--- src/include/alua_defines.svh ---
// ALU A select bit positions
`ifndef ALUA_DEFINES_SVH
`define ALUA_DEFINES_SVH

// Top index of the one-hot ALU A select word.
`define ALUA_IDX 14

// Constant sources.
`define AA_ONE  0
`define AA_M1   1
`define AA_M2   2
// Register pair and index sources.
`define AA_HL   3
`define AA_IX   4
`define AA_IY   5
`define AA_PC   6
// Byte-wide sources, zero-extended in the mux.
`define AA_AA   7
`define AA_BIT  8
`define AA_DAA  9
`define AA_II   10
`define AA_RR   11
// Interrupt vector address.
`define AA_INT  12
`define AA_TMP  13
`define AA_RST  14

`endif

--- src/verilog/dp_pkg.sv ---
// Datapath shared types
package dp_pkg;

  // Bus widths.
  localparam int WORD_W = 16;
  localparam int BYTE_W = 8;
  localparam int ALUB_W = 4;

  // ALU B select bit positions within the one-hot word.
  localparam int B_IMM = 0;
  localparam int B_TMP = 1;
  localparam int B_HL  = 2;
  localparam int B_A   = 3;

  // ALU operation.
  typedef enum logic [2:0] {
    OP_ADD   = 3'd0,
    OP_SUB   = 3'd1,
    OP_AND   = 3'd2,
    OP_OR    = 3'd3,
    OP_XOR   = 3'd4,
    OP_PASSA = 3'd5
  } alu_op_e;

  // Write-back destination; D_NONE writes nothing.
  typedef enum logic [3:0] {
    D_NONE = 4'd0,
    D_A    = 4'd1,
    D_HL   = 4'd2,
    D_IX   = 4'd3,
    D_IY   = 4'd4,
    D_PC   = 4'd5,
    D_TMP  = 4'd6,
    D_I    = 4'd7,
    D_R    = 4'd8
  } dest_e;

  // Displacement in the upper byte, data in the lower byte.
  typedef struct packed {
    logic [BYTE_W-1:0] disp;
    logic [BYTE_W-1:0] data;
  } imm_split_t;

  // Immediate operand, seen as one constant or as two bytes.
  typedef union packed {
    logic [WORD_W-1:0] word;
    imm_split_t        split;
  } imm_word_u;

  typedef struct packed {
    logic zero;
    logic sign;
    logic carry;
  } flags_t;

endpackage

--- src/verilog/ctl_reg.sv ---
// Micro-operation control register
`timescale 1ns/10ps
`include "alua_defines.svh"

module ctl_reg import dp_pkg::*; (
  input  logic                clkc,
  input  logic                rst_n,
  input  logic                uop_valid,
  input  logic [`ALUA_IDX:0]  alua_sel,
  input  logic [ALUB_W-1:0]   alub_sel,
  input  alu_op_e             alu_op,
  input  dest_e               dest,
  input  logic                addr_ld,
  input  imm_word_u           imm,
  input  logic [2:0]          bit_num,
  input  logic [2:0]          rst_vec,
  output logic [`ALUA_IDX:0]  alua_reg,
  output logic [ALUB_W-1:0]   alub_reg,
  output alu_op_e             op_reg,
  output dest_e               dest_reg,
  output logic                ld_reg,
  output imm_word_u           imm_reg,
  output logic [BYTE_W-1:0]   bit_mask,
  output logic [BYTE_W-1:0]   rst_addr,
  output logic                stage_valid
);

  // Selects and strobes; cleared on idle cycles so nothing is written.
  always_ff @(posedge clkc or negedge rst_n) begin
    if (!rst_n) begin
      alua_reg    <= '0;
      alub_reg    <= '0;
      op_reg      <= OP_ADD;
      dest_reg    <= D_NONE;
      ld_reg      <= 1'b0;
      stage_valid <= 1'b0;
    end else if (uop_valid) begin
      alua_reg    <= alua_sel;
      alub_reg    <= alub_sel;
      op_reg      <= alu_op;
      dest_reg    <= dest;
      ld_reg      <= addr_ld;
      stage_valid <= 1'b1;
    end else begin
      alua_reg    <= '0;
      alub_reg    <= '0;
      dest_reg    <= D_NONE;
      ld_reg      <= 1'b0;
      stage_valid <= 1'b0;
    end
  end

  // Operand payload.
  // Bit number becomes a one-hot mask, restart vector becomes vec*8.
  always_ff @(posedge clkc) begin
    if (uop_valid) begin
      imm_reg  <= imm;
      bit_mask <= 8'h01 << bit_num;
      rst_addr <= {2'b00, rst_vec, 3'b000};
    end
  end

endmodule

--- src/verilog/reg_bank.sv ---
// Processor register bank
`timescale 1ns/10ps

module reg_bank import dp_pkg::*; #(
  parameter logic [15:0] RESET_PC = 16'h0000
) (
  input  logic              clkc,
  input  logic              rst_n,
  input  logic              stage_valid,
  input  dest_e             dest_reg,
  input  logic [WORD_W-1:0] result,
  input  flags_t            flags_in,
  input  logic [BYTE_W-1:0] int_vec,
  output logic [BYTE_W-1:0] aa_reg_out,
  output logic [WORD_W-1:0] hl_reg_out,
  output logic [WORD_W-1:0] ix_reg,
  output logic [WORD_W-1:0] iy_reg,
  output logic [WORD_W-1:0] pc_reg,
  output logic [BYTE_W-1:0] ii_reg,
  output logic [BYTE_W-1:0] rr_reg,
  output logic [WORD_W-1:0] tmp_reg,
  output logic [WORD_W-1:0] int_addr,
  output flags_t            flags
);

  // Write-back at the end of the stage cycle.
  always_ff @(posedge clkc or negedge rst_n) begin
    if (!rst_n) begin
      aa_reg_out <= '0;
      hl_reg_out <= '0;
      ix_reg     <= '0;
      iy_reg     <= '0;
      pc_reg     <= RESET_PC;
      ii_reg     <= '0;
      rr_reg     <= '0;
      tmp_reg    <= '0;
      flags      <= '0;
    end else if (stage_valid) begin
      // Flags follow every valid stage.
      flags <= flags_in;
      // Refresh counter, bit 7 is kept as loaded.
      rr_reg <= {rr_reg[7], rr_reg[6:0] + 7'd1};
      case (dest_reg)
        D_A:     aa_reg_out <= result[BYTE_W-1:0];
        D_HL:    hl_reg_out <= result;
        D_IX:    ix_reg     <= result;
        D_IY:    iy_reg     <= result;
        D_PC:    pc_reg     <= result;
        D_TMP:   tmp_reg    <= result;
        D_I:     ii_reg     <= result[BYTE_W-1:0];
        // An explicit load of R overrides the increment.
        D_R:     rr_reg     <= result[BYTE_W-1:0];
        default: ;
      endcase
    end
  end

  // Mode 2 style vector: I on top, device byte below.
  assign int_addr = {ii_reg, int_vec};

endmodule

--- src/verilog/aluamux.sv ---
// ALU A operand multiplexer
`timescale 1ns/10ps
`include "alua_defines.svh"

module aluamux (
  output logic [15:0]        adda_in,
  output logic [15:0]        alua_in,
  input  logic [`ALUA_IDX:0] alua_reg,
  input  logic [7:0]         aa_reg_out,
  input  logic [7:0]         bit_mask,
  input  logic [7:0]         daa_out,
  input  logic [15:0]        hl_reg_out,
  input  logic [7:0]         ii_reg,
  input  logic [15:0]        int_addr,
  input  logic [15:0]        ix_reg,
  input  logic [15:0]        iy_reg,
  input  logic [15:0]        pc_reg,
  input  logic [7:0]         rr_reg,
  input  logic [7:0]         rst_addr,
  input  logic [15:0]        tmp_reg
);

  // One-hot OR mux.
  // An all-zero select gives zero, which the sequencer uses for loads.
  always_comb begin
    alua_in = 16'h0000;
    // Constants.
    alua_in = alua_in | ({16{alua_reg[`AA_ONE]}} & 16'h0001);
    alua_in = alua_in | ({16{alua_reg[`AA_M1]}}  & 16'hffff);
    alua_in = alua_in | ({16{alua_reg[`AA_M2]}}  & 16'hfffe);
    // Word registers.
    alua_in = alua_in | ({16{alua_reg[`AA_HL]}}  & hl_reg_out);
    alua_in = alua_in | ({16{alua_reg[`AA_IX]}}  & ix_reg);
    alua_in = alua_in | ({16{alua_reg[`AA_IY]}}  & iy_reg);
    alua_in = alua_in | ({16{alua_reg[`AA_PC]}}  & pc_reg);
    alua_in = alua_in | ({16{alua_reg[`AA_TMP]}} & tmp_reg);
    alua_in = alua_in | ({16{alua_reg[`AA_INT]}} & int_addr);
    // Byte sources, zero-extended.
    alua_in = alua_in | ({16{alua_reg[`AA_AA]}}  & {8'h00, aa_reg_out});
    alua_in = alua_in | ({16{alua_reg[`AA_BIT]}} & {8'h00, bit_mask});
    alua_in = alua_in | ({16{alua_reg[`AA_DAA]}} & {8'h00, daa_out});
    alua_in = alua_in | ({16{alua_reg[`AA_II]}}  & {8'h00, ii_reg});
    alua_in = alua_in | ({16{alua_reg[`AA_RR]}}  & {8'h00, rr_reg});
    alua_in = alua_in | ({16{alua_reg[`AA_RST]}} & {8'h00, rst_addr});
  end

  // Address adder only needs the index, vector and constant sources.
  always_comb begin
    adda_in = 16'h0000;
    adda_in = adda_in | ({16{alua_reg[`AA_ONE]}} & 16'h0001);
    adda_in = adda_in | ({16{alua_reg[`AA_M1]}}  & 16'hffff);
    adda_in = adda_in | ({16{alua_reg[`AA_M2]}}  & 16'hfffe);
    adda_in = adda_in | ({16{alua_reg[`AA_IX]}}  & ix_reg);
    adda_in = adda_in | ({16{alua_reg[`AA_IY]}}  & iy_reg);
    adda_in = adda_in | ({16{alua_reg[`AA_INT]}} & int_addr);
    adda_in = adda_in | ({16{alua_reg[`AA_RST]}} & {8'h00, rst_addr});
  end

endmodule

--- src/verilog/alubmux.sv ---
// ALU B operand multiplexer
`timescale 1ns/10ps

module alubmux import dp_pkg::*; (
  input  logic [ALUB_W-1:0] alub_reg,
  input  imm_word_u         imm_reg,
  input  logic [WORD_W-1:0] tmp_reg,
  input  logic [WORD_W-1:0] hl_reg_out,
  input  logic [BYTE_W-1:0] aa_reg_out,
  output logic [WORD_W-1:0] alub_in
);

  // Same OR structure as the A side, zero when nothing is selected.
  always_comb begin
    alub_in = '0;
    // Immediate taken as one 16-bit constant.
    alub_in = alub_in | ({WORD_W{alub_reg[B_IMM]}} & imm_reg.word);
    alub_in = alub_in | ({WORD_W{alub_reg[B_TMP]}} & tmp_reg);
    alub_in = alub_in | ({WORD_W{alub_reg[B_HL]}}  & hl_reg_out);
    // Accumulator zero-extended.
    alub_in = alub_in | ({WORD_W{alub_reg[B_A]}}   & {8'h00, aa_reg_out});
  end

endmodule

--- src/verilog/alu_core.sv ---
// 16-bit ALU
`timescale 1ns/10ps

module alu_core import dp_pkg::*; (
  input  logic [WORD_W-1:0] alua_in,
  input  logic [WORD_W-1:0] alub_in,
  input  alu_op_e           op_reg,
  input  logic              carry_in,
  input  logic [BYTE_W-1:0] aa_reg_out,
  output logic [WORD_W-1:0] result,
  output flags_t            flags_out,
  output logic [BYTE_W-1:0] daa_out
);

  // Result with the carry or borrow out on top.
  logic [WORD_W:0]   wide;
  logic [BYTE_W-1:0] daa_lo;
  logic [BYTE_W-1:0] daa_hi;

  always_comb begin
    case (op_reg)
      OP_ADD:   wide = {1'b0, alua_in} + {1'b0, alub_in};
      // Bit 16 becomes the borrow.
      OP_SUB:   wide = {1'b0, alua_in} - {1'b0, alub_in};
      OP_AND:   wide = {1'b0, alua_in & alub_in};
      OP_OR:    wide = {1'b0, alua_in | alub_in};
      OP_XOR:   wide = {1'b0, alua_in ^ alub_in};
      OP_PASSA: wide = {1'b0, alua_in};
      default:  wide = '0;
    endcase
  end

  assign result = wide[WORD_W-1:0];

  // Logic ops and pass leave bit 16 clear, so carry is zero there.
  assign flags_out.zero  = (result == '0);
  assign flags_out.sign  = result[WORD_W-1];
  assign flags_out.carry = wide[WORD_W];

  // Decimal adjust constant from the stored A and carry.
  // Kept apart from the result so the A mux sees no loop.
  assign daa_lo  = (aa_reg_out[3:0] > 4'd9) ? 8'h06 : 8'h00;
  assign daa_hi  = ((aa_reg_out[7:4] > 4'd9) || carry_in) ? 8'h60 : 8'h00;
  assign daa_out = daa_lo | daa_hi;

endmodule

--- src/verilog/addr_alu.sv ---
// Effective address adder
`timescale 1ns/10ps

module addr_alu import dp_pkg::*; (
  input  logic              clkc,
  input  logic              rst_n,
  input  logic              stage_valid,
  input  logic              ld_reg,
  input  logic [WORD_W-1:0] adda_in,
  input  imm_word_u         imm_reg,
  output logic [WORD_W-1:0] addr_out
);

  // Displacement is the upper byte of the immediate, signed.
  logic [WORD_W-1:0] disp_ext;

  assign disp_ext = {{BYTE_W{imm_reg.split.disp[BYTE_W-1]}}, imm_reg.split.disp};

  // Address register holds until the next load.
  always_ff @(posedge clkc or negedge rst_n) begin
    if (!rst_n) begin
      addr_out <= '0;
    end else if (stage_valid && ld_reg) begin
      addr_out <= adda_in + disp_ext;
    end
  end

endmodule

--- src/verilog/dp_top.sv ---
// Datapath slice top level
`timescale 1ns/10ps
`include "alua_defines.svh"

module dp_top import dp_pkg::*; #(
  parameter logic [15:0] RESET_PC = 16'h0000
) (
  input  logic               clkc,
  input  logic               rst_n,
  input  logic               uop_valid,
  input  logic [`ALUA_IDX:0] alua_sel,
  input  logic [ALUB_W-1:0]  alub_sel,
  input  alu_op_e            alu_op,
  input  dest_e              dest,
  input  logic               addr_ld,
  input  imm_word_u          imm,
  input  logic [2:0]         bit_num,
  input  logic [2:0]         rst_vec,
  input  logic [BYTE_W-1:0]  int_vec,
  output logic [WORD_W-1:0]  alu_out,
  output flags_t             flags,
  output logic [WORD_W-1:0]  addr_out,
  output logic [BYTE_W-1:0]  a_out,
  output logic [WORD_W-1:0]  hl_out,
  output logic [WORD_W-1:0]  pc_out
);

  // Control stage outputs.
  logic [`ALUA_IDX:0] alua_reg;
  logic [ALUB_W-1:0]  alub_reg;
  alu_op_e            op_reg;
  dest_e              dest_reg;
  logic               ld_reg;
  imm_word_u          imm_reg;
  logic [BYTE_W-1:0]  bit_mask;
  logic [BYTE_W-1:0]  rst_addr;
  logic               stage_valid;
  // Register bank outputs not seen at the top.
  logic [WORD_W-1:0]  ix_reg;
  logic [WORD_W-1:0]  iy_reg;
  logic [BYTE_W-1:0]  ii_reg;
  logic [BYTE_W-1:0]  rr_reg;
  logic [WORD_W-1:0]  tmp_reg;
  logic [WORD_W-1:0]  int_addr;
  // Operand buses and ALU flags before the flag register.
  logic [WORD_W-1:0]  alua_in;
  logic [WORD_W-1:0]  adda_in;
  logic [WORD_W-1:0]  alub_in;
  flags_t             alu_flags;
  logic [BYTE_W-1:0]  daa_out;

  ctl_reg u_ctl_reg (
    .clkc        (clkc),
    .rst_n       (rst_n),
    .uop_valid   (uop_valid),
    .alua_sel    (alua_sel),
    .alub_sel    (alub_sel),
    .alu_op      (alu_op),
    .dest        (dest),
    .addr_ld     (addr_ld),
    .imm         (imm),
    .bit_num     (bit_num),
    .rst_vec     (rst_vec),
    .alua_reg    (alua_reg),
    .alub_reg    (alub_reg),
    .op_reg      (op_reg),
    .dest_reg    (dest_reg),
    .ld_reg      (ld_reg),
    .imm_reg     (imm_reg),
    .bit_mask    (bit_mask),
    .rst_addr    (rst_addr),
    .stage_valid (stage_valid)
  );

  // Top flags output is the flag register, updated at stage end.
  reg_bank #(
    .RESET_PC (RESET_PC)
  ) u_reg_bank (
    .clkc        (clkc),
    .rst_n       (rst_n),
    .stage_valid (stage_valid),
    .dest_reg    (dest_reg),
    .result      (alu_out),
    .flags_in    (alu_flags),
    .int_vec     (int_vec),
    .aa_reg_out  (a_out),
    .hl_reg_out  (hl_out),
    .ix_reg      (ix_reg),
    .iy_reg      (iy_reg),
    .pc_reg      (pc_out),
    .ii_reg      (ii_reg),
    .rr_reg      (rr_reg),
    .tmp_reg     (tmp_reg),
    .int_addr    (int_addr),
    .flags       (flags)
  );

  aluamux u_aluamux (
    .adda_in    (adda_in),
    .alua_in    (alua_in),
    .alua_reg   (alua_reg),
    .aa_reg_out (a_out),
    .bit_mask   (bit_mask),
    .daa_out    (daa_out),
    .hl_reg_out (hl_out),
    .ii_reg     (ii_reg),
    .int_addr   (int_addr),
    .ix_reg     (ix_reg),
    .iy_reg     (iy_reg),
    .pc_reg     (pc_out),
    .rr_reg     (rr_reg),
    .rst_addr   (rst_addr),
    .tmp_reg    (tmp_reg)
  );

  alubmux u_alubmux (
    .alub_reg   (alub_reg),
    .imm_reg    (imm_reg),
    .tmp_reg    (tmp_reg),
    .hl_reg_out (hl_out),
    .aa_reg_out (a_out),
    .alub_in    (alub_in)
  );

  // Carry in for DAA comes from the stored flags.
  alu_core u_alu_core (
    .alua_in    (alua_in),
    .alub_in    (alub_in),
    .op_reg     (op_reg),
    .carry_in   (flags.carry),
    .aa_reg_out (a_out),
    .result     (alu_out),
    .flags_out  (alu_flags),
    .daa_out    (daa_out)
  );

  addr_alu u_addr_alu (
    .clkc        (clkc),
    .rst_n       (rst_n),
    .stage_valid (stage_valid),
    .ld_reg      (ld_reg),
    .adda_in     (adda_in),
    .imm_reg     (imm_reg),
    .addr_out    (addr_out)
  );

endmodule

--- config.mk ---
export PLATFORM = sky130hd
export DESIGN_NAME = dp_top
export DESIGN_NICKNAME = d
export VERILOG_FILES = /design/src/verilog/dp_pkg.sv /design/src/verilog/ctl_reg.sv /design/src/verilog/reg_bank.sv /design/src/verilog/aluamux.sv /design/src/verilog/alubmux.sv /design/src/verilog/alu_core.sv /design/src/verilog/addr_alu.sv /design/src/verilog/dp_top.sv
export VERILOG_INCLUDE_DIRS = /design/src /design/src/include
export SDC_FILE = /design/constraint.sdc
export NUM_CORES = 1
export LEC_CHECK = 0
export BUFFER_PORTS_ARGS = -buffer_cell sky130_fd_sc_hd__buf_2
export CORE_ASPECT_RATIO = 1.25
export CORE_MARGIN = 1
export CORE_UTILIZATION = 35
export DETAILED_ROUTE_END_ITERATION = 10
export GPL_TIMING_DRIVEN = 0
export PLACE_DENSITY_LB_ADDON = 0.2
export SLEW_MARGIN = 20
export SYNTH_ARGS = -nofsm -noshare
export SYNTH_HDL_FRONTEND = slang
export SYNTH_SLANG_ARGS = --single-unit
--- constraint.sdc ---
create_clock -name clkc -period 5.6 [get_ports clkc]
set_input_delay 0.56 -clock clkc [delete_from_list [all_inputs] [get_ports clkc]]
set_output_delay 0.56 -clock clkc [all_outputs]
set_load 0.005 [all_outputs]
==> qor.txt <==
Status - completed
Largest net degree at the start of global routing - 80
GPL Wtd Cong - 0.883
Routed Antenna Nets - 0
DR WL/cell - 21.2 um
Fin crit period - 5.34 ns
Syn Area/Cell - 9.37 um2
Antenna cells - 0
Core ar. - 29300 um2
EDFF count, synth - 27
Yosys reg bits - 178
Net count, final - 1391
Final slew viol count - 0
Io pins - 135
CTS Buf Count - 17
Leak - 5.43 nW
Synth top area share - 36.3%
Sequential cell area - 4590 um2
Cts hold-fix bufs - 0
CP Launch Type - flop
Peak VDD IR - 197 uV
Full die area - 30400 um2
Synth warnings - 0
Row count - 70
Starting density of the core - 35.5%
Drt initial violations - 899
Residual DRC - 0
Clk_lat worst skew - 0.45 ns
Max transition margin - 31.8%
Total gr overflow - 0
Worst-margin pin slew - 1.02 ns
Clock buffer depth - 2
CTS tree - done
Layout cells sized above 1 - 18.3%
Finished Core Util - 41.9%
WP data required - 5.04 ns
Simple-Gate Fraction of Synth Area - 16.7%
Die width - 156 um
Mapped Cells - 1110
Asr flop ratio synth - 84.8%
All-Layer GR Usage - 24.0%
Cell area after synthesis - 10400 um2
Fin cells - 1673
Main combinational cell family by area after synthesis - compound AO/OA/AOI/OAI gates
Xor/xnor share of the synthesized area - 2.95%
CTS H-tree depth - 4
Area leader, netlist - dfrtp_1
Number of port buffers - 134
Initial antenna violation count - 0
Filler cells - 2953
Pre-CTS WS - -0.265 ns
P&R area growth vs syn - 17.9%
Vias in the first global route - 9092
Via Count - 9187
Finish-stage setup viols - 0
Die Y-Extent - 195 um
Syn nets - 1237
WL final - 35400 um
Synth Area in Adders - 8.21%
CTS clock-pin slew for the worst setup and hold paths - 0.08 ns
First-pass GRT wire length - 54100 um
Complex-gate fraction of the synthesized area - 20.0%
Fmax achieved - 187 MHz
Setup TNS - 0 ns
Final Hold Violating Endpoints - 0
Power Density - 443 nW/um2
Reg2Reg Setup Slack - 0.38 ns
CTS Root Cell - clkbuf_16
Hold Crit Class - primary input to async pin
CP arrival - 4.78 ns
Top post-synthesis cells by area - dfrtp_1, ha_1, edfxtp_1
Final worst-path cycle share - 95.3%
CP Class - flop to output port
Count of cell types in the netlist - 69
TritonRoute pass-1 iters - 6
Dpl cells - 1641
Clock Sink Count - 178
Worst setup EP type - output port
Multiplexer share of the synthesized area - 3.19%
Vias per Instance - 5.49
Worst clock skew - 0.0120 ns
Max-cap violations - 0
Setup ws final - 0.262 ns
Synth Flop Type - dfrtp_1
DP HPWL - 26900 um
Sequential-to-total area share from yosys stat - 44.1%
Crit-path max FO - 10
Hold_ws - 0.0795 ns
Footprint of the multi-input gates - 5360 um2
==> critical path: stages (launching register included) <==
cell and delay [ns]:
dfrtp_1 0.46, or2_1 0.25, clkbuf_1 0.26, nor2_1 0.20, clkbuf_1 0.45, mux2i_1 0.36, ha_1 0.29, nand2b_1 0.09
a21oi_1 0.11, o41ai_1 0.45, a31oi_1 0.21, a31oi_2 0.35, o21a_1 0.16, o21bai_1 0.08, a22oi_2 0.19, buf_4 0.21
inv_1 0.08, buf_2 0.13
==> final timing paths <==
kind                                                startpoint                                  end  cells after the start
max                            u_ctl_reg.op_reg[2]$_DFFE_PN0P_                          alu_out[13]                     17
min                                                      rst_n     u_ctl_reg.alua_reg[14]$_DFF_PN0_                      1
max reg2reg                   u_ctl_reg.alua_reg[12]$_DFF_PN0_      u_reg_bank.flags[2]$_DFFE_PN0P_                     17
min reg2reg                u_addr_alu.addr_out[14]$_DFFE_PN0P_  u_addr_alu.addr_out[14]$_DFFE_PN0P_                      2
max in group asynchronous                                rst_n   u_reg_bank.tmp_reg[15]$_DFFE_PN0P_                      2
min in group clkc                                   rst_vec[2]      u_ctl_reg.rst_addr[5]$_DFFE_PP_                      1
==> routing by layer <==
| layer | share of wire [%] | GRT usage, % | wire (um) |
|---|---|---|---|
| met1 | 42 | 31.1 | 14900 |
| met2 | 48 | 39.7 | 17100 |
| met3 | 6.6 | 4.24 | 2330 |
| met4 | 3.0 | 9.11 | 1080 |
| met5 | 0 | 0 | 0 |
==> metrics by stage <==
| stage | instance area (um2) | total power (W) |
|---|---|---|
| floorplan | 10400 | 0.00329 |
| global placement | 11600 | 0.00412 |
| detailed placement | 11600 | 0.00417 |
| CTS | 12200 | 0.00542 |
| global route | 12300 | 0.00578 |
| finish | 12300 | 0.00543 |
==> synthesized netlist by cell type (6+ instances only) <==
cell / n
dfrtp_1: 151
nor3b_1: 6
mux2_2: 25
and2_1: 25
inv_1: 58
o21ai_0: 81
a21o_1: 8
nand3b_1: 6
and3_1: 12
ha_1: 65
nor3_1: 20
nor2_1: 93
edfxtp_1: 27
nand2_1: 118
a31oi_1: 11
a222oi_1: 21
nand3_1: 36
buf_2: 9
o211ai_1: 8
nor2b_1: 15
a22oi_1: 52
a211oi_1: 8
xnor2_1: 30
a21oi_1: 76
clkbuf_1: 51
==> what timing repair did <==
| item | CTS | global route |
|---|---|---|
| buffers inserted | 2 | 1 |
| setup endpoints to repair | 5 | 6 |
| pin swaps | 1 | 1 |
| gates resized for setup | 6 | 10 |
==> cell usage in the layout, fill, tap and decap left out, types with 25 or more instances in the layout <==
master and count:
mux2_2 25, a22oi_1 51, clkbuf_1 46, buf_2 143, xnor2_1 30, nand2_1 118
edfxtp_1 27, o21ai_0 80, ha_1 65, a21oi_1 76, and2_1 25, dfrtp_1 151
inv_1 58, nand3_1 36, nor2_1 92
==> cell families (layout without fill, tap and decap cells) <==
family | count (synthesis) | after routing
AOI/OAI and AO/OA | 314 | 314
xor gates and xnor gates | 35 | 35
adders and majority gates | 67 | 67
buffers and inverters | 125 | 292
DFF | 178 | 178
muxes | 30 | 30
and+or+nand+nor | 361 | 361
==> final cells by class <==
class	instances	area share, %
multi-input combinational	807	43.7
sequential	178	37.4
timing repair buffer	138	5.96
tap	396	4.04
clock buffer	17	3.47
buffer	64	2.27
inverter	58	1.78
clock inverter	15	1.37
==> report_power, final <==
group | internal [W] | total (W) | switching, W
clock | 0.000636 | 0.00123 | 0.000591
combinational | 0.000902 | 0.00218 | 0.00128
sequential | 0.00167 | 0.00202 | 0.000353
total | 0.00320 | 0.00543 | 0.00222
No activity file was read; power rests on OpenSTA's default activity.
